### config.mk
export PLATFORM = sky130hd
export DESIGN_NAME = load_unit_flat
export DESIGN_NICKNAME = d
export VERILOG_FILES = /design/src/lsu_pkg.sv /design/src/dcache_req_if.sv /design/src/load_unit.sv /design/src/flat_wrapper.sv
export SDC_FILE = /design/constraint.sdc
export NUM_CORES = 1
export LEC_CHECK = 0
export ABC_AREA = 1
export BUFFER_PORTS_ARGS = -buffer_cell sky130_fd_sc_hd__buf_2
export CAP_MARGIN = 25
export CORE_ASPECT_RATIO = 1.75
export CORE_MARGIN = 1
export CORE_UTILIZATION = 36
export DETAILED_ROUTE_END_ITERATION = 8
export PLACE_DENSITY_LB_ADDON = 0.12
export SYNTH_ARGS = -nofsm -noshare
export SYNTH_HDL_FRONTEND = slang
export SYNTH_SLANG_ARGS = --single-unit
### constraint.sdc
create_clock -name clk_i -period 1.7 [get_ports clk_i]
set_input_delay 0.17 -clock clk_i [delete_from_list [all_inputs] [get_ports clk_i]]
set_output_delay 0.17 -clock clk_i [all_outputs]
set_load 0.01 [all_outputs]
### src/lsu_pkg.sv
package lsu_pkg;

    // ------------------------------------------------------------------------
    // widths
    // ------------------------------------------------------------------------

    // physical address and data word
    localparam int unsigned ADDR_W = 16;
    localparam int unsigned DATA_W = 32;
    // one enable per byte lane
    localparam int unsigned BE_W = DATA_W / 8;

    // page offset of a load as seen by the store buffer checker
    localparam int unsigned OFFSET_W = 12;

    // ------------------------------------------------------------------------
    // depths
    // ------------------------------------------------------------------------

    localparam int unsigned DEPTH_SPEC = 4;
    localparam int unsigned DEPTH_COMMIT = 4;
    localparam int unsigned SPEC_PTR_W = $clog2(DEPTH_SPEC);
    localparam int unsigned COMMIT_PTR_W = $clog2(DEPTH_COMMIT);

    // data memory, word index taken from address bits 9 to 2
    localparam int unsigned MEM_WORDS = 256;
    localparam int unsigned MEM_IDX_W = $clog2(MEM_WORDS);

    // load unit FSM
    typedef enum logic [1:0] {
        IDLE,
        WAIT_CONFLICT,
        REQUEST,
        WAIT_DATA
    } load_state_e;

    // port that won the last granted memory cycle
    typedef enum logic {
        SEL_STORE,
        SEL_LOAD
    } arb_sel_e;

endpackage

### src/dcache_req_if.sv
`timescale 1ns/100ps

interface dcache_req_if import lsu_pkg::*; ();

    // request side
    logic              req;
    logic              we;
    logic [ADDR_W-1:0] addr;
    logic [DATA_W-1:0] wdata;
    logic [BE_W-1:0]   be;

    // response side
    // gnt comes in the same cycle as req, rvalid one cycle after a read grant
    logic              gnt;
    logic              rvalid;
    logic [DATA_W-1:0] rdata;

    modport requester (
        output req, we, addr, wdata, be,
        input  gnt, rvalid, rdata
    );

    modport responder (
        input  req, we, addr, wdata, be,
        output gnt, rvalid, rdata
    );

endinterface

### src/load_unit.sv
`timescale 1ns/100ps

module load_unit import lsu_pkg::*; (
    input  logic                clk_i,
    input  logic                rst_ni,
    input  logic                load_valid_i,
    input  logic [ADDR_W-1:0]   load_addr_i,
    // some buffered store shares the load's word offset
    input  logic                offset_match_i,
    output logic                load_ready_o,
    output logic                load_valid_o,
    output logic [DATA_W-1:0]   load_data_o,
    output logic [OFFSET_W-1:0] page_offset_o,
    dcache_req_if.requester     mem
);

    load_state_e       state_q;
    load_state_e       state_d;
    logic [ADDR_W-1:0] addr_q;
    logic [DATA_W-1:0] data_q;
    logic              valid_q;

    // ------------------------------------------------------------------------
    // FSM
    // ------------------------------------------------------------------------

    always_comb begin
        state_d = state_q;
        unique case (state_q)
            IDLE: begin
                if (load_valid_i) begin
                    state_d = WAIT_CONFLICT;
                end
            end
            // stay until matching stores drain or get flushed
            WAIT_CONFLICT: begin
                if (!offset_match_i) begin
                    state_d = REQUEST;
                end
            end
            REQUEST: begin
                if (mem.gnt) begin
                    state_d = WAIT_DATA;
                end
            end
            WAIT_DATA: begin
                if (mem.rvalid) begin
                    state_d = IDLE;
                end
            end
            default: state_d = IDLE;
        endcase
    end

    always_ff @(posedge clk_i or negedge rst_ni) begin
        if (!rst_ni) begin
            state_q <= IDLE;
            valid_q <= 1'b0;
        end else begin
            state_q <= state_d;
            // one cycle result pulse
            valid_q <= (state_q == WAIT_DATA) & mem.rvalid;
        end
    end

    always_ff @(posedge clk_i) begin
        if (load_valid_i && load_ready_o) begin
            addr_q <= load_addr_i;
        end
        if ((state_q == WAIT_DATA) && mem.rvalid) begin
            data_q <= mem.rdata;
        end
    end

    assign load_ready_o  = (state_q == IDLE);
    assign load_valid_o  = valid_q;
    assign load_data_o   = data_q;
    assign page_offset_o = addr_q[OFFSET_W-1:0];

    // read request, payload held stable until gnt
    assign mem.req   = (state_q == REQUEST);
    assign mem.we    = 1'b0;
    assign mem.addr  = addr_q;
    assign mem.wdata = '0;
    assign mem.be    = '1;

    // read data only comes back for our own granted request
    a_rvalid_in_wait: assert property (
        @(posedge clk_i) disable iff (!rst_ni) mem.rvalid |-> (state_q == WAIT_DATA))
        else $error("load unit: rvalid outside WAIT_DATA");

endmodule

### src/flat_wrapper.sv
// flat-port wrapper written by rule: the top's interface ports become plain ports
module load_unit_flat import lsu_pkg::*;
  (clk_i, rst_ni, load_valid_i, load_addr_i, offset_match_i, load_ready_o, load_valid_o, load_data_o, page_offset_o, mem_req, mem_we, mem_addr, mem_wdata, mem_be, mem_gnt, mem_rvalid, mem_rdata);
  dcache_req_if mem_i ();
  input  logic clk_i;
  input  logic rst_ni;
  input  logic load_valid_i;
  input  logic [ADDR_W-1:0] load_addr_i;
  input  logic offset_match_i;
  output logic load_ready_o;
  output logic load_valid_o;
  output logic [DATA_W-1:0] load_data_o;
  output logic [OFFSET_W-1:0] page_offset_o;
  output wire logic [$bits(mem_i.req)-1:0] mem_req;
  output wire logic [$bits(mem_i.we)-1:0] mem_we;
  output wire logic [$bits(mem_i.addr)-1:0] mem_addr;
  output wire logic [$bits(mem_i.wdata)-1:0] mem_wdata;
  output wire logic [$bits(mem_i.be)-1:0] mem_be;
  input wire logic [$bits(mem_i.gnt)-1:0] mem_gnt;
  input wire logic [$bits(mem_i.rvalid)-1:0] mem_rvalid;
  input wire logic [$bits(mem_i.rdata)-1:0] mem_rdata;
  assign mem_req = mem_i.req;
  assign mem_we = mem_i.we;
  assign mem_addr = mem_i.addr;
  assign mem_wdata = mem_i.wdata;
  assign mem_be = mem_i.be;
  assign mem_i.gnt = mem_gnt;
  assign mem_i.rvalid = mem_rvalid;
  assign mem_i.rdata = mem_rdata;
  load_unit u_core (.clk_i(clk_i), .rst_ni(rst_ni), .load_valid_i(load_valid_i), .load_addr_i(load_addr_i), .offset_match_i(offset_match_i), .load_ready_o(load_ready_o), .load_valid_o(load_valid_o), .load_data_o(load_data_o), .page_offset_o(page_offset_o), .mem(mem_i));
endmodule
### Word level (Yosys, flattened, before mapping)

Cells that the tools add are included.

* equal/unequal tests: 7
* multiplexer cells: 5
* bitwise gates (word level): 1
* reductions and logical operators: 4

Operators by type and width (count)
* $mux W2: 4
* $pmux W2 S4: 1
* $ne A2 B2 Y1 const B: 3
* $eq A2 B2 Y1 const B: 2
* $reduce_and A4 Y1: 1
* $eq A2 B1 Y1 const B: 1
* $logic_and A1 B1 Y1: 2
* $logic_not A2 Y1: 1
* $ne A2 B1 Y1 const B: 1
* $and A1 B1 Y1: 1

* bits in registers: 51
* input bits: 54

### Depth between registers and ports, before layout

Gate-level depths: netlist of the first run.

* depth after elaboration: 3
* mapped depth: 7

### Worst setup path after synthesis of the first run

Ideal clock, no wire load.

* kind: register to register
* from: reg u_core.state_q[0]
* to: reg u_core.data_q[0] (netlist: u_core.load_data_o[0]) (enable)
* library setup time: 0.387 ns
* data arrival time: 1.222 ns
* data required time: 1.313 ns
* slack: 0.090 ns
* stages on the path, launching flop included: 4
* path buffers: 0
* clock period less this slack: 1.610 ns
* cells stage by stage: dfrtp_1 > ha_1 > nand2_1 > inv_1

* longest elaborated chain between the ends: 2

RTL lines
* start: declaration: RTL line load_unit.sv:17 `load_state_e state_q;`
* start signal: assignment: RTL line load_unit.sv:60 `state_q <= state_d;`
* $eq A2 B2 Y1: RTL line load_unit.sv:70 `if ((state_q == WAIT_DATA) && mem.rvalid) begin`
* $logic_and A1 B1 Y1: RTL line load_unit.sv:70
* end signal: assignment: RTL line load_unit.sv:71 `data_q <= mem.rdata;`
* end: declaration: RTL line load_unit.sv:20 `logic [DATA_W-1:0] data_q;`

No other way between the ends.
A chain may end at the register's enable or synchronous reset.

### Final worst setup path of the first run

* from: reg u_core.state_q[0]
* to: reg u_core.addr_q[6] (netlist: u_core.mem.addr[6]) (enable)

* longest elaborated chain between the ends: 2

RTL lines
* $logic_not A2 Y1: RTL line load_unit.sv:75 `assign load_ready_o = (state_q == IDLE);`
* $logic_and A1 B1 Y1: RTL line load_unit.sv:67 `if (load_valid_i && load_ready_o) begin`
* end signal: assignment: RTL line load_unit.sv:68 `addr_q <= load_addr_i;`
* end: declaration: RTL line load_unit.sv:19 `logic [ADDR_W-1:0] addr_q;`

No other way between the ends.

==> flow_summary.html, run 1 <==
<table>
<tr><th>Metric</th><th>Value</th></tr>
<tr><th colspan="2">Run status</th></tr>
<tr><td>Outcome</td><td>finished, final reports clean</td></tr>
<tr><th colspan="2">Global route</th></tr>
<tr><td>Number of global-route vias before repair</td><td>1030</td></tr>
<tr><td>First-pass GRT wire length</td><td>4860 um</td></tr>
<tr><td>Total global routing track utilization</td><td>11.4%</td></tr>
<tr><td>Largest net degree at the start of global routing</td><td>34</td></tr>
<tr><td>Final global-route overflow total</td><td>0</td></tr>
<tr><td>Number of antenna violations at the first check in global routing</td><td>0</td></tr>
<tr><th colspan="2">Clocking</th></tr>
<tr><td>TritonCTS buffer count</td><td>5</td></tr>
<tr><td>Max H-tree Level</td><td>2</td></tr>
<tr><td>Insertion delay to the later sink of the worst-skew pair</td><td>0.29 ns</td></tr>
<tr><td>CTS tree</td><td>built</td></tr>
<tr><td>Buffer levels on the longest clock path</td><td>2</td></tr>
<tr><td>Hold Buf Count CTS</td><td>1</td></tr>
<tr><td>Sinks on the clock net</td><td>51</td></tr>
<tr><td>Clock Tree Root</td><td>sky130_fd_sc_hd__clkbuf_8</td></tr>
<tr><td>Clock slew seen by the registers of the worst setup and hold paths</td><td>0.09 ns</td></tr>
<tr><td>Post-cts repair resize count</td><td>0</td></tr>
<tr><td>Post-CTS Setup Bufs</td><td>0</td></tr>
<tr><th colspan="2">Power</th></tr>
<tr><td>Fraction of power spent switching nets</td><td>29.2%</td></tr>
<tr><td>Cell-internal power</td><td>0.00224 W</td></tr>
<tr><td>Lkg Pwr</td><td>1.23 nW</td></tr>
<tr><td>Share of total power in combinational logic</td><td>26.1%</td></tr>
<tr><td>Power dissipated by switching net loads</td><td>0.000921 W</td></tr>
<tr><td>Share of total power in the clock network</td><td>20.3%</td></tr>
<tr><td>Total power</td><td>0.00316 W</td></tr>
<tr><td>VDD IR-drop max</td><td>0.601 mV</td></tr>
<tr><td>Power density over the cells</td><td>1210 nW/um2</td></tr>
<tr><td>Power share of the sequential group</td><td>53.6%</td></tr>
<tr><th colspan="2">Synthesis</th></tr>
<tr><td>Mean Syn Cell Area</td><td>15.9 um2</td></tr>
<tr><td>Sequential cell area fraction in the yosys report</td><td>73.8%</td></tr>
<tr><td>Synthesis warning total</td><td>0</td></tr>
<tr><td>Combined area of all synthesized cells</td><td>2060 um2</td></tr>
<tr><td>Yosys cell types</td><td>12</td></tr>
<tr><td>Register bit count reported by yosys</td><td>51</td></tr>
<tr><td>Number of cells produced by synthesis</td><td>129</td></tr>
<tr><th colspan="2">Detailed routing</th></tr>
<tr><td>Routed wire length</td><td>3580 um</td></tr>
<tr><td>Pre-Repair DR Iteration Count</td><td>4</td></tr>
<tr><td>Initial detailed-routing violation count</td><td>7</td></tr>
<tr><td>Vias per inst</td><td>3.77</td></tr>
<tr><td>Total DRC errors in the routed layout</td><td>0</td></tr>
<tr><td>DR vias</td><td>1200</td></tr>
<tr><td>Average detailed-routed wire length per instance</td><td>11.3 um</td></tr>
<tr><td>Remaining antenna violation count after routing</td><td>0</td></tr>
<tr><th colspan="2">Floorplanning</th></tr>
<tr><td>Die extent in y</td><td>102 um</td></tr>
<tr><td>CORE AREA</td><td>5540 um2</td></tr>
<tr><td>Top-level I/O count</td><td>154</td></tr>
<tr><td>Starting Density</td><td>37.1%</td></tr>
<tr><td>Die Area</td><td>6030 um2</td></tr>
<tr><td>Horizontal die dimension</td><td>59.1 um</td></tr>
<tr><td>Number of core rows</td><td>36</td></tr>
<tr><th colspan="2">Place</th></tr>
<tr><td>Half-perimeter wire length after detailed placement</td><td>2850 um</td></tr>
<tr><td>Weighted congestion reported at the end of routability-driven placement</td><td>0.758</td></tr>
<tr><td>Count of buffers inserted at the top-level ports</td><td>116</td></tr>
<tr><td>Pre-CTS worst setup slack</td><td>0.353 ns</td></tr>
<tr><td>Cell total after placement</td><td>309</td></tr>
<tr><th colspan="2">Worst setup path</th></tr>
<tr><td>CP arrival</td><td>1.34 ns</td></tr>
<tr><td>Category of the worst setup path capture point</td><td>flop</td></tr>
<tr><td>R2R cell count</td><td>5</td></tr>
<tr><td>Largest fanout on the critical path</td><td>16</td></tr>
<tr><td>Bufs and invs on worst path</td><td>3</td></tr>
<tr><td>Slowest cell on the critical path</td><td>sky130_fd_sc_hd__dfrtp_1</td></tr>
<tr><td>Kind of start point of the critical path</td><td>flop</td></tr>
<tr><td>Worst path most repeated cell</td><td>sky130_fd_sc_hd__inv_1</td></tr>
<tr><td>Crit path max-delay family</td><td>flip-flops</td></tr>
<tr><td>Worst Setup SP</td><td>u_core.state_q[0]</td></tr>
<tr><td>Crit Reg-Reg Startpoint</td><td>u_core.state_q[0]</td></tr>
<tr><td>Critical path required time</td><td>1.69 ns</td></tr>
<tr><td>Reg-to-Reg End</td><td>u_core.mem.addr[6]</td></tr>
<tr><td>Max incr delay on CP</td><td>0.42 ns</td></tr>
<tr><td>Flop2flop setup slack</td><td>0.34 ns</td></tr>
<tr><td>Cell-by-cell trace of the critical path</td><td>inv_1, ha_1, nand2_1, inv_1, buf_4</td></tr>
<tr><td>Worst setup path category</td><td>flop to flop</td></tr>
<tr><th colspan="2">Worst hold path</th></tr>
<tr><td>Endpoint of the worst hold-timing path</td><td>u_core.load_data_o[0]</td></tr>
<tr><td>Hold Startpoint</td><td>mem_rdata[0]</td></tr>
<tr><td>Count of cells along the worst hold path</td><td>1</td></tr>
<tr><td>Worst Hold Class</td><td>primary input to flop</td></tr>
<tr><th colspan="2">Final layout</th></tr>
<tr><td>Area of combinational cells with multiple inputs</td><td>277 um2</td></tr>
<tr><td>NumNets Final</td><td>299</td></tr>
<tr><td>Commonest cells after routing, fill and taps aside</td><td>sky130_fd_sc_hd__buf_2 (116), sky130_fd_sc_hd__edfxtp_1 (48), sky130_fd_sc_hd__conb_1 (37), sky130_fd_sc_hd__nand2_1 (8), sky130_fd_sc_hd__inv_1 (7)</td></tr>
<tr><td>Antenna diode count</td><td>0</td></tr>
<tr><td>Area taken by flip-flops and latches</td><td>1520 um2</td></tr>
<tr><td>Util after Layout</td><td>47.2%</td></tr>
<tr><td>Most common library cell in the layout ignoring fill and taps</td><td>sky130_fd_sc_hd__buf_2</td></tr>
<tr><td>Layout-stage area growth over the synthesis result</td><td>27.1%</td></tr>
<tr><td>Finished Layout Cells</td><td>318</td></tr>
<tr><td>Filler cell count in the final layout</td><td>533</td></tr>
<tr><td>Share of final-layout standard cells stronger than drive strength 1</td><td>53.3%</td></tr>
<tr><th colspan="2">Flow run</th></tr>
<tr><td>Max-cap check violation count</td><td>0</td></tr>
<tr><th colspan="2">STA</th></tr>
<tr><td>Share of the clock period used by the worst path</td><td>79.7%</td></tr>
<tr><td>Min Clock Period, post-route</td><td>1.36 ns</td></tr>
<tr><td>Number of max-slew violations in the final report</td><td>0</td></tr>
<tr><td>Setup repair after global routing missed its margin</td><td>false</td></tr>
<tr><td>Maximum clock rate</td><td>738 MHz</td></tr>
<tr><td>Number of endpoints failing setup at the final stage</td><td>0</td></tr>
<tr><td>Number of hold violations in the final report</td><td>0</td></tr>
<tr><td>Fin Clk Skew</td><td>0.00565 ns</td></tr>
<tr><td>Final sum of negative setup slack</td><td>0 ns</td></tr>
<tr><td>Post-route setup slack</td><td>0.344 ns</td></tr>
</table>
-- flip-flops by register name, summed over array words and instances (netlist names) --
register and cells:
u_core.mem.addr 16, u_core.load_data_o 32, u_core.load_valid_o 1, u_core.state_q 2
-- per-stage QoR --
stage | area [um2] | hold slack [ns]
global placement | 2520 | -0.0292
CTS | 2610 | 0.0326
detailed placement | 2520 | -0.0293
global route | 2610 | 0.0210
finish | 2610 | 0.0451
floorplan | 2190 | -0.126
-- area by class of cell --
class	instances	share of cell area, %
flip-flops and latches	51	58.0
well taps	76	3.64
repair buffers	119	23.6
inverters	7	1.01
clock buffers	7	2.92
multi-input cells	57	10.6
clock inverters	1	0.191
-- Yosys cell counts --
| master | number | area, um2 |
|---|---|---|
| sky130_fd_sc_hd__buf_4 | 49 | 368 |
| sky130_fd_sc_hd__edfxtp_1 | 48 | 1440 |
| sky130_fd_sc_hd__nand2_1 | 8 | 30.0 |
| sky130_fd_sc_hd__inv_1 | 7 | 26.3 |
| sky130_fd_sc_hd__ha_1 | 4 | 50.1 |
| sky130_fd_sc_hd__dfrtp_1 | 3 | 75.1 |
| sky130_fd_sc_hd__nand2_2 | 3 | 18.8 |
| sky130_fd_sc_hd__conb_1 | 2 | 7.51 |
| sky130_fd_sc_hd__o21ai_1 | 2 | 10.0 |
| sky130_fd_sc_hd__nand2_4 | 1 | 11.3 |
| sky130_fd_sc_hd__nor2_4 | 1 | 11.3 |
| sky130_fd_sc_hd__or2_1 | 1 | 6.26 |
-- power groups by stage --
stage | Sequential [W] | Clock (W) | Combinational (W)
5_1_grt | 0.00172 | 0.000723 | 0.000919
2_1_floorplan | 0.00181 | 0 | 0.000494
6_report | 0.00169 | 0.000641 | 0.000825
3_3_place_gp | 0.00172 | 0 | 0.000836
3_5_place_dp | 0.00172 | 0 | 0.000831
4_1_cts | 0.00170 | 0.000670 | 0.000836
-- worst max path at each step --
stage	endpoint	slack, ns	cells past startpoint
floorplan	u_core.load_data_o[0]	0.09	3
global placement	u_core.mem.addr[10]	0.36	5
finish	u_core.mem.addr[6]	0.34	5
CTS	u_core.mem.addr[10]	0.34	5
global route	u_core.mem.addr[3]	0.22	5
detailed placement	u_core.mem.addr[10]	0.35	5
-- cells by family (layout without fill, tap and decap cells) --
group,Yosys count,in the layout,share of synthesized area (%)
buffers and inverters,56,134,19.2
DFF,51,51,73.8
and+or+nand+nor,14,14,3.77
adders and majority gates,4,4,2.43
other,2,37,0.365
AOI/OAI and AO/OA,2,2,0.487
-- routing by layer --
layer | track usage (%) | vias up | share of wire [%]
li1 | - | 568 | -
met1 | 11.1 | 550 | 33
met2 | 20.4 | 76 | 56
met3 | 4.30 | 6 | 8.5
met4 | 5.49 | 0 | 1.9
met5 | 0 | - | 0
(Power assumes the default switching activity.)
==> run 2: changes to the inputs <==
CORE_UTILIZATION = 40   (was 36)
clock period = 1.3 ns   (was 1.7 ns; I/O delays follow)
==> run 2 against run 1 <==
Power is 44% higher. Setup slack worse by 0.33 ns. Die area is 9.7% lower. Critical path type is now flop to output port. Global-route usage is 2.9 points higher. Sequential share of layout area is 8.4 points lower. Critical path depth is 1 lower. Routed wire length is 9.7% higher.
==> flow_summary.html, run 2 (synthesis gave the netlist of run 1 again) <==
<table>
<tr><th>Metric</th><th>Value</th></tr>
<tr><th colspan="2">Global route</th></tr>
<tr><td>Number of global-route vias before repair</td><td>1254 (was 1030)</td></tr>
<tr><td>Met3 routing resource usage after global routing</td><td>4.95% (was 4.30%)</td></tr>
<tr><td>First-pass GRT wire length</td><td>5800 um (was 4860 um)</td></tr>
<tr><td>Total global routing track utilization</td><td>14.2% (was 11.4%)</td></tr>
<tr><td>GR met2 Demand/Resource</td><td>25.6% (was 20.4%)</td></tr>
<tr><td>Largest net degree at the start of global routing</td><td>24 (was 34)</td></tr>
<tr><td>Final global-route overflow total</td><td>0 (unchanged)</td></tr>
<tr><td>Number of antenna violations at the first check in global routing</td><td>0 (unchanged)</td></tr>
<tr><td>GR Util met1</td><td>13.9% (was 11.1%)</td></tr>
<tr><td>GRT busiest layer</td><td>met2 (unchanged)</td></tr>
<tr><th colspan="2">Final layout</th></tr>
<tr><td>NumNets Final</td><td>339 (was 299)</td></tr>
<tr><td>Share of final-layout standard cells stronger than drive strength 1</td><td>50.7% (was 53.3%)</td></tr>
<tr><td>Antenna diode count</td><td>0 (unchanged)</td></tr>
<tr><td>Most common library cell in the layout ignoring fill and taps</td><td>sky130_fd_sc_hd__buf_2 (unchanged)</td></tr>
<tr><td>Layout-stage area growth over the synthesis result</td><td>48.7% (was 27.1%)</td></tr>
<tr><td>Commonest cells after routing, fill and taps aside</td><td>sky130_fd_sc_hd__buf_2 (115), sky130_fd_sc_hd__edfxtp_1 (48), sky130_fd_sc_hd__conb_1 (37), sky130_fd_sc_hd__dlygate4sd3_1 (35), sky130_fd_sc_hd__nand2_1 (7) (was sky130_fd_sc_hd__buf_2 (116), sky130_fd_sc_hd__edfxtp_1 (48), sky130_fd_sc_hd__conb_1 (37), sky130_fd_sc_hd__nand2_1 (8), sky130_fd_sc_hd__inv_1 (7))</td></tr>
<tr><td>Largest register FFs</td><td>32 (unchanged)</td></tr>
<tr><th colspan="2">STA</th></tr>
<tr><td>Setup repair after global routing missed its margin</td><td>true (was false)</td></tr>
<tr><td>Number of hold violations in the final report</td><td>0 (unchanged)</td></tr>
<tr><td>Number of endpoints failing setup at the final stage</td><td>0 (unchanged)</td></tr>
<tr><td>Final sum of negative setup slack</td><td>0 ns (unchanged)</td></tr>
<tr><td>Number of max-slew violations in the final report</td><td>0 (unchanged)</td></tr>
<tr><td>Worst hold slack</td><td>0.0118 ns (was 0.0451 ns)</td></tr>
<tr><td>Min Clock Period, post-route</td><td>1.28 ns</td></tr>
<tr><td>Share of the clock period used by the worst path</td><td>98.7%</td></tr>
<tr><td>Maximum clock rate</td><td>779 MHz</td></tr>
<tr><td>Fin Clk Skew</td><td>0.00833 ns (was 0.00565 ns)</td></tr>
<tr><th colspan="2">Detailed routing</th></tr>
<tr><td>Total DRC errors in the routed layout</td><td>0 (unchanged)</td></tr>
<tr><td>Remaining antenna violation count after routing</td><td>0 (unchanged)</td></tr>
<tr><td>Initial detailed-routing violation count</td><td>11 (was 7)</td></tr>
<tr><td>Average detailed-routed wire length per instance</td><td>11.7 um (was 11.3 um)</td></tr>
<tr><td>DR vias</td><td>1336 (was 1200)</td></tr>
<tr><td>Vias per inst</td><td>3.98 (was 3.77)</td></tr>
<tr><td>Routed wire length</td><td>3930 um (was 3580 um)</td></tr>
<tr><td>Pre-Repair DR Iteration Count</td><td>3 (was 4)</td></tr>
<tr><th colspan="2">Clocking</th></tr>
<tr><td>CTS tree</td><td>built (unchanged)</td></tr>
<tr><td>Insertion delay to the later sink of the worst-skew pair</td><td>0.29 ns (about the same)</td></tr>
<tr><td>Clock slew seen by the registers of the worst setup and hold paths</td><td>0.08 ns (was 0.09 ns)</td></tr>
<tr><td>TritonCTS buffer count</td><td>5 (unchanged)</td></tr>
<tr><td>Buffer levels on the longest clock path</td><td>2 (unchanged)</td></tr>
<tr><td>Sinks on the clock net</td><td>51 (unchanged)</td></tr>
<tr><td>Clock Tree Root</td><td>sky130_fd_sc_hd__clkbuf_8 (unchanged)</td></tr>
<tr><td>Max H-tree Level</td><td>2 (unchanged)</td></tr>
<tr><th colspan="2">Floorplanning</th></tr>
<tr><td>Starting Density</td><td>41.7% (was 37.1%)</td></tr>
<tr><td>Number of core rows</td><td>34 (was 36)</td></tr>
<tr><td>Die Area</td><td>5440 um2 (was 6030 um2)</td></tr>
<tr><td>CORE AREA</td><td>4930 um2 (was 5540 um2)</td></tr>
<tr><td>Top-level I/O count</td><td>154 (unchanged)</td></tr>
<tr><td>Horizontal die dimension</td><td>56.2 um (was 59.1 um)</td></tr>
<tr><td>Die extent in y</td><td>96.8 um (was 102 um)</td></tr>
<tr><th colspan="2">Worst hold path</th></tr>
<tr><td>Hold Startpoint</td><td>mem_rdata[30] (was mem_rdata[0])</td></tr>
<tr><td>Worst Hold Class</td><td>primary input to flop (unchanged)</td></tr>
<tr><th colspan="2">Worst setup path</th></tr>
<tr><td>Category of the worst setup path capture point</td><td>output port (was flop)</td></tr>
<tr><td>Largest fanout on the critical path</td><td>3 (was 16)</td></tr>
<tr><td>Worst setup path category</td><td>flop to output port (was flop to flop)</td></tr>
<tr><td>Crit Reg-Reg Startpoint</td><td>u_core.state_q[0] (unchanged)</td></tr>
<tr><td>Critical path required time</td><td>1.17 ns (was 1.69 ns)</td></tr>
<tr><td>Worst Setup SP</td><td>u_core.state_q[0] (unchanged)</td></tr>
<tr><td>Kind of start point of the critical path</td><td>flop (unchanged)</td></tr>
<tr><td>CP arrival</td><td>1.15 ns (was 1.34 ns)</td></tr>
<tr><th colspan="2">Power</th></tr>
<tr><td>VDD IR-drop max</td><td>1.15 mV (was 0.601 mV)</td></tr>
<tr><td>Total power</td><td>0.00453 W (was 0.00316 W)</td></tr>
<tr><td>Power density over the cells</td><td>1480 nW/um2 (was 1210 nW/um2)</td></tr>
<tr><td>Lkg Pwr</td><td>1.39 nW (was 1.23 nW)</td></tr>
<tr><th colspan="2">Place</th></tr>
<tr><td>Count of buffers inserted at the top-level ports</td><td>116 (unchanged)</td></tr>
<tr><td>Weighted congestion reported at the end of routability-driven placement</td><td>0.728 (was 0.758)</td></tr>
<tr><td>Half-perimeter wire length after detailed placement</td><td>2840 um (was 2850 um)</td></tr>
<tr><th colspan="2">Flow run</th></tr>
<tr><td>Max-cap check violation count</td><td>0 (unchanged)</td></tr>
<tr><th colspan="2">Run status</th></tr>
<tr><td>Outcome</td><td>finished, final reports clean (unchanged)</td></tr>
</table>
-- run 2: cell count changes in the layout (fill, tap and decap cells not counted), moves of 2 or more --
cell,previous run,this run
sky130_fd_sc_hd__ha_1,4,1
sky130_fd_sc_hd__dlygate4sd3_1,1,35
sky130_fd_sc_hd__clkinvlp_4,0,3
sky130_fd_sc_hd__inv_1,7,4
sky130_fd_sc_hd__clkbuf_1,2,0
sky130_fd_sc_hd__buf_4,1,3
sky130_fd_sc_hd__buf_6,0,4
sky130_fd_sc_hd__ha_4,0,3
-- run 2: worst paths after layout --
kind	end	slack [ns]	cells past startpoint
max	load_ready_o	0.02	4
min	u_core.load_data_o[30]	0.01	1
max reg2reg	u_core.load_data_o[30]	0.02	5
min reg2reg	u_core.state_q[1]	0.63	3
max in group asynchronous	u_core.load_valid_o	1.04	2
min in group asynchronous	u_core.state_q[0]	0.15	2
-- run 2: routing by layer --
metal,wire (um),vias up
li1,-,648
met1,1350,603
met2,2170,79
met3,326,6
met4,83,0
met5,0,-
-- run 2: metrics by stage --
step	instances	util (%)	area [um2]	worst slack, ns
6_report	336	61.9	3060	0.0168
2_1_floorplan	164	-	2210	-0.176
5_1_grt	336	61.9	3060	-0.0593
3_5_place_dp	292	51.8	2560	-0.0231
3_3_place_gp	292	51.8	2560	-0.00579
4_1_cts	332	60.6	2990	-0.0151
-- run 2: power breakdown --
group / switching [W] / leakage (nW) / total [W] / internal [W]
Clock: 0.000484 / 0.0418 / 0.000859 / 0.000375
Sequential: 0.0000804 / 0.478 / 0.00220 / 0.00212
Combinational: 0.000774 / 0.875 / 0.00147 / 0.000699
Total: 0.00134 / 1.39 / 0.00453 / 0.00320
-- run 2: final cells by class --
class | count | area [um2]
fill | 405 | 1880
timing repair buffer | 159 | 1030
inverter | 7 | 33.8
clock inverter | 3 | 20.0
tap | 54 | 67.6
clock buffer | 5 | 68.8
multi-input combinational | 57 | 317
sequential | 51 | 1520
-- run 2: critical path, cell delays in order, from the launching register on --
cell and delay, ns:
sky130_fd_sc_hd__dfrtp_1 0.38, sky130_fd_sc_hd__inv_2 0.06, sky130_fd_sc_hd__ha_4 0.15, sky130_fd_sc_hd__buf_4 0.14, sky130_fd_sc_hd__buf_2 0.13
-- run 2: timing repair --
item / CTS / global route
gates cloned: 0 / 0
hold endpoints to repair: 33 / 4
setup endpoints to repair: 28 / 34
buffers inserted: 1 / 0
resized for setup: 4 / 4
hold buffers: 31 / 4
==> run 3: changes to the inputs <==
BUFFER_PORTS_ARGS = -buffer_cell sky130_fd_sc_hd__buf_4   (was -buffer_cell sky130_fd_sc_hd__buf_2)
CELL_PAD_IN_SITES_DETAIL_PLACEMENT = 0   (was default)
CELL_PAD_IN_SITES_GLOBAL_PLACEMENT = 1   (was default)
CORE_UTILIZATION = 29   (was 40)
==> run 3 against run 2 <==
The run now ends with setup timing left. Fmax down 2.2%. Flip-flop and latch count unchanged. Design area rose by 1.6%. Clock power rose by 42%. Critical path depth is 1 higher. Clock skew is 0.0028 ns lower. Core utilization decreased by 17 points. Hold slack improved by 0.0079 ns. Critical path type is now flop to flop.
==> flow_summary.html, run 3 (synthesis gave the netlist of run 1 again) <==
<table>
<tr><th>Metric</th><th>Value</th></tr>
<tr><th colspan="2">Worst setup path</th></tr>
<tr><td>Max incr delay on CP</td><td>0.40 ns (was 0.38 ns)</td></tr>
<tr><td>Category of the worst setup path capture point</td><td>flop (was output port)</td></tr>
<tr><td>Kind of start point of the critical path</td><td>flop (unchanged)</td></tr>
<tr><td>Worst setup path category</td><td>flop to flop (was flop to output port)</td></tr>
<tr><td>Slowest cell on the critical path</td><td>sky130_fd_sc_hd__dfrtp_1 (unchanged)</td></tr>
<tr><td>Largest fanout on the critical path</td><td>23 (was 3)</td></tr>
<tr><td>CP arrival</td><td>1.35 ns (was 1.15 ns)</td></tr>
<tr><td>Cell-by-cell trace of the critical path</td><td>buf_6, ha_4, nand2_4, clkinvlp_4, buf_12 (was inv_2, ha_4, buf_4, buf_2)</td></tr>
<tr><td>Critical path required time</td><td>1.34 ns (was 1.17 ns)</td></tr>
<tr><td>Bufs and invs on worst path</td><td>3 (unchanged)</td></tr>
<tr><td>Crit path max-delay family</td><td>buffers and inverters (was flip-flops)</td></tr>
<tr><th colspan="2">Power</th></tr>
<tr><td>Power density over the cells</td><td>1630 nW/um2 (was 1480 nW/um2)</td></tr>
<tr><td>Lkg Pwr</td><td>1.39 nW (about the same)</td></tr>
<tr><td>VDD IR-drop max</td><td>0.959 mV (was 1.15 mV)</td></tr>
<tr><td>Total power</td><td>0.00507 W (was 0.00453 W)</td></tr>
<tr><th colspan="2">Final layout</th></tr>
<tr><td>Layout-stage area growth over the synthesis result</td><td>51.0% (was 48.7%)</td></tr>
<tr><td>Commonest cells after routing, fill and taps aside</td><td>sky130_fd_sc_hd__buf_4 (117), sky130_fd_sc_hd__edfxtp_1 (48), sky130_fd_sc_hd__conb_1 (37), sky130_fd_sc_hd__nand2_1 (7) (was sky130_fd_sc_hd__buf_2 (115), sky130_fd_sc_hd__edfxtp_1 (48), sky130_fd_sc_hd__conb_1 (37), sky130_fd_sc_hd__dlygate4sd3_1 (35), sky130_fd_sc_hd__nand2_1 (7))</td></tr>
<tr><td>Filler cell count in the final layout</td><td>649 (was 405)</td></tr>
<tr><td>NumNets Final</td><td>306 (was 339)</td></tr>
<tr><td>Share of final-layout standard cells stronger than drive strength 1</td><td>57.4% (was 50.7%)</td></tr>
<tr><td>Largest register FFs</td><td>32 (unchanged)</td></tr>
<tr><td>Antenna diode count</td><td>0 (unchanged)</td></tr>
<tr><td>Util after Layout</td><td>45.3% (was 61.9%)</td></tr>
<tr><td>Most common library cell in the layout ignoring fill and taps</td><td>sky130_fd_sc_hd__buf_4 (was sky130_fd_sc_hd__buf_2)</td></tr>
<tr><td>Post-Layout Inst Area</td><td>3100 um2 (was 3060 um2)</td></tr>
<tr><th colspan="2">Floorplanning</th></tr>
<tr><td>CORE AREA</td><td>6860 um2 (was 4930 um2)</td></tr>
<tr><td>Top-level I/O count</td><td>154 (unchanged)</td></tr>
<tr><td>Number of core rows</td><td>40 (was 34)</td></tr>
<tr><td>Horizontal die dimension</td><td>65.6 um (was 56.2 um)</td></tr>
<tr><td>Die extent in y</td><td>113 um (was 96.8 um)</td></tr>
<tr><td>Starting Density</td><td>30.0% (was 41.7%)</td></tr>
<tr><td>Die Area</td><td>7440 um2 (was 5440 um2)</td></tr>
<tr><th colspan="2">STA</th></tr>
<tr><td>Number of endpoints failing setup at the final stage</td><td>23 (was 0)</td></tr>
<tr><td>Share of the clock period used by the worst path</td><td>101% (was 98.7%)</td></tr>
<tr><td>Fin Clk Skew</td><td>0.00558 ns (was 0.00833 ns)</td></tr>
<tr><td>Worst hold slack</td><td>0.0197 ns (was 0.0118 ns)</td></tr>
<tr><td>Number of hold violations in the final report</td><td>0 (unchanged)</td></tr>
<tr><td>Setup repair after global routing missed its margin</td><td>true (unchanged)</td></tr>
<tr><td>Number of max-slew violations in the final report</td><td>0 (unchanged)</td></tr>
<tr><td>Post-route setup slack</td><td>-0.0125 ns (was 0.0168 ns)</td></tr>
<tr><td>Final sum of negative setup slack</td><td>-0.233 ns (was 0 ns)</td></tr>
<tr><td>Maximum clock rate</td><td>762 MHz (was 779 MHz)</td></tr>
<tr><td>Min Clock Period, post-route</td><td>1.31 ns (was 1.28 ns)</td></tr>
<tr><th colspan="2">Detailed routing</th></tr>
<tr><td>Average detailed-routed wire length per instance</td><td>12.7 um (was 11.7 um)</td></tr>
<tr><td>Initial detailed-routing violation count</td><td>19 (was 11)</td></tr>
<tr><td>Pre-Repair DR Iteration Count</td><td>4 (was 3)</td></tr>
<tr><td>Remaining antenna violation count after routing</td><td>0 (unchanged)</td></tr>
<tr><td>Vias per inst</td><td>3.65 (was 3.98)</td></tr>
<tr><td>Routed wire length</td><td>4230 um (was 3930 um)</td></tr>
<tr><td>DR vias</td><td>1214 (was 1336)</td></tr>
<tr><td>Total DRC errors in the routed layout</td><td>0 (unchanged)</td></tr>
<tr><th colspan="2">Place</th></tr>
<tr><td>Area after detailed placement</td><td>2890 um2 (was 2560 um2)</td></tr>
<tr><td>Half-perimeter wire length after detailed placement</td><td>3390 um (was 2840 um)</td></tr>
<tr><td>Count of buffers inserted at the top-level ports</td><td>116 (unchanged)</td></tr>
<tr><td>Weighted congestion reported at the end of routability-driven placement</td><td>0.685 (was 0.728)</td></tr>
<tr><th colspan="2">Global route</th></tr>
<tr><td>Number of global-route vias before repair</td><td>1144 (was 1254)</td></tr>
<tr><td>Number of antenna violations at the first check in global routing</td><td>0 (unchanged)</td></tr>
<tr><td>Total global routing track utilization</td><td>11.1% (was 14.2%)</td></tr>
<tr><td>Final global-route overflow total</td><td>0 (unchanged)</td></tr>
<tr><td>First-pass GRT wire length</td><td>5900 um (was 5800 um)</td></tr>
<tr><td>Largest net degree at the start of global routing</td><td>24 (unchanged)</td></tr>
<tr><th colspan="2">Flow run</th></tr>
<tr><td>Max-cap check violation count</td><td>0 (unchanged)</td></tr>
<tr><th colspan="2">Run status</th></tr>
<tr><td>Outcome</td><td>finished with violations (was finished, final reports clean)</td></tr>
<tr><td>Violated checks</td><td>setup timing</td></tr>
<tr><th colspan="2">Clocking</th></tr>
<tr><td>CTS tree</td><td>built (unchanged)</td></tr>
<tr><td>Max H-tree Level</td><td>2 (unchanged)</td></tr>
<tr><td>Clock slew seen by the registers of the worst setup and hold paths</td><td>0.06 ns (was 0.08 ns)</td></tr>
<tr><td>Sinks on the clock net</td><td>51 (unchanged)</td></tr>
<tr><td>TritonCTS buffer count</td><td>5 (unchanged)</td></tr>
<tr><td>Buffer levels on the longest clock path</td><td>2 (unchanged)</td></tr>
<tr><td>Clock Tree Root</td><td>sky130_fd_sc_hd__clkbuf_16 (was sky130_fd_sc_hd__clkbuf_8)</td></tr>
<tr><td>Insertion delay to the later sink of the worst-skew pair</td><td>0.28 ns (was 0.29 ns)</td></tr>
<tr><th colspan="2">Worst hold path</th></tr>
<tr><td>Worst Hold Class</td><td>primary input to flop (unchanged)</td></tr>
</table>
==> run 3: changes by cell type in the layout (fill, tap and decap cells not counted), sizes merged <==
cell | previous run | this run
clkinvlp | 3 | 2
clkbuf | 5 | 7
clkinv | 2 | 1
buf | 124 | 125
dlygate4sd3 | 35 | 1
==> run 3: layout make-up <==
cell class	instances	area, um2	area share [%]
Sequential cell	51	1520	48.9
Clock inverter	1	5.00	0.161
Inverter	7	33.8	1.09
Multi-Input combinational cell	57	322	10.4
Clock buffer	7	133	4.27
Tap cell	84	105	3.39
Timing Repair Buffer	126	990	31.9
==> run 3: per-layer routing <==
metal	global-route usage [%]	part of all wire (%)	vias up
li1	-	-	584
met1	10.6	29	557
met2	20.3	61	65
met3	3.50	8.1	8
met4	5.94	2.4	0
met5	0	0	-
==> run 3: what timing repair did <==
item                       CTS  global route
pin swaps                    0             1
hold buffers                 1             0
buffers inserted             1             0
setup endpoints to repair   49            34
cloned                       0             1
gates resized for setup      4             6
hold endpoints to repair     3             0
==> run 3: final timing paths <==
kind,startpoint,endpoint,slack [ns],depth (start not counted)
worst max-delay path,u_core.state_q[0],u_core.load_data_o[20],-0.01,5
worst min-delay path,mem_rdata[3],u_core.load_data_o[3],0.02,1
worst max register to register,u_core.state_q[0],u_core.load_data_o[20],-0.01,5
worst min register to register,u_core.state_q[1],u_core.state_q[1],0.63,3
max in group asynchronous,rst_ni,u_core.state_q[1],1.03,2
min in group asynchronous,rst_ni,u_core.state_q[0],0.17,2
==> run 3: power by group <==
part,leakage [nW],switching (W),internal (W)
logic,0.846,0.000786,0.000845
registers,0.478,0.0000948,0.00213
clock network,0.0679,0.000508,0.000711
==> run 3: metrics by stage <==
step	cells	setup WS, ns
global placement	322	-0.0471
detailed placement	322	-0.0653
global route	333	-0.0560
CTS	332	-0.00890
floorplan	164	-0.176
finish	333	-0.0125
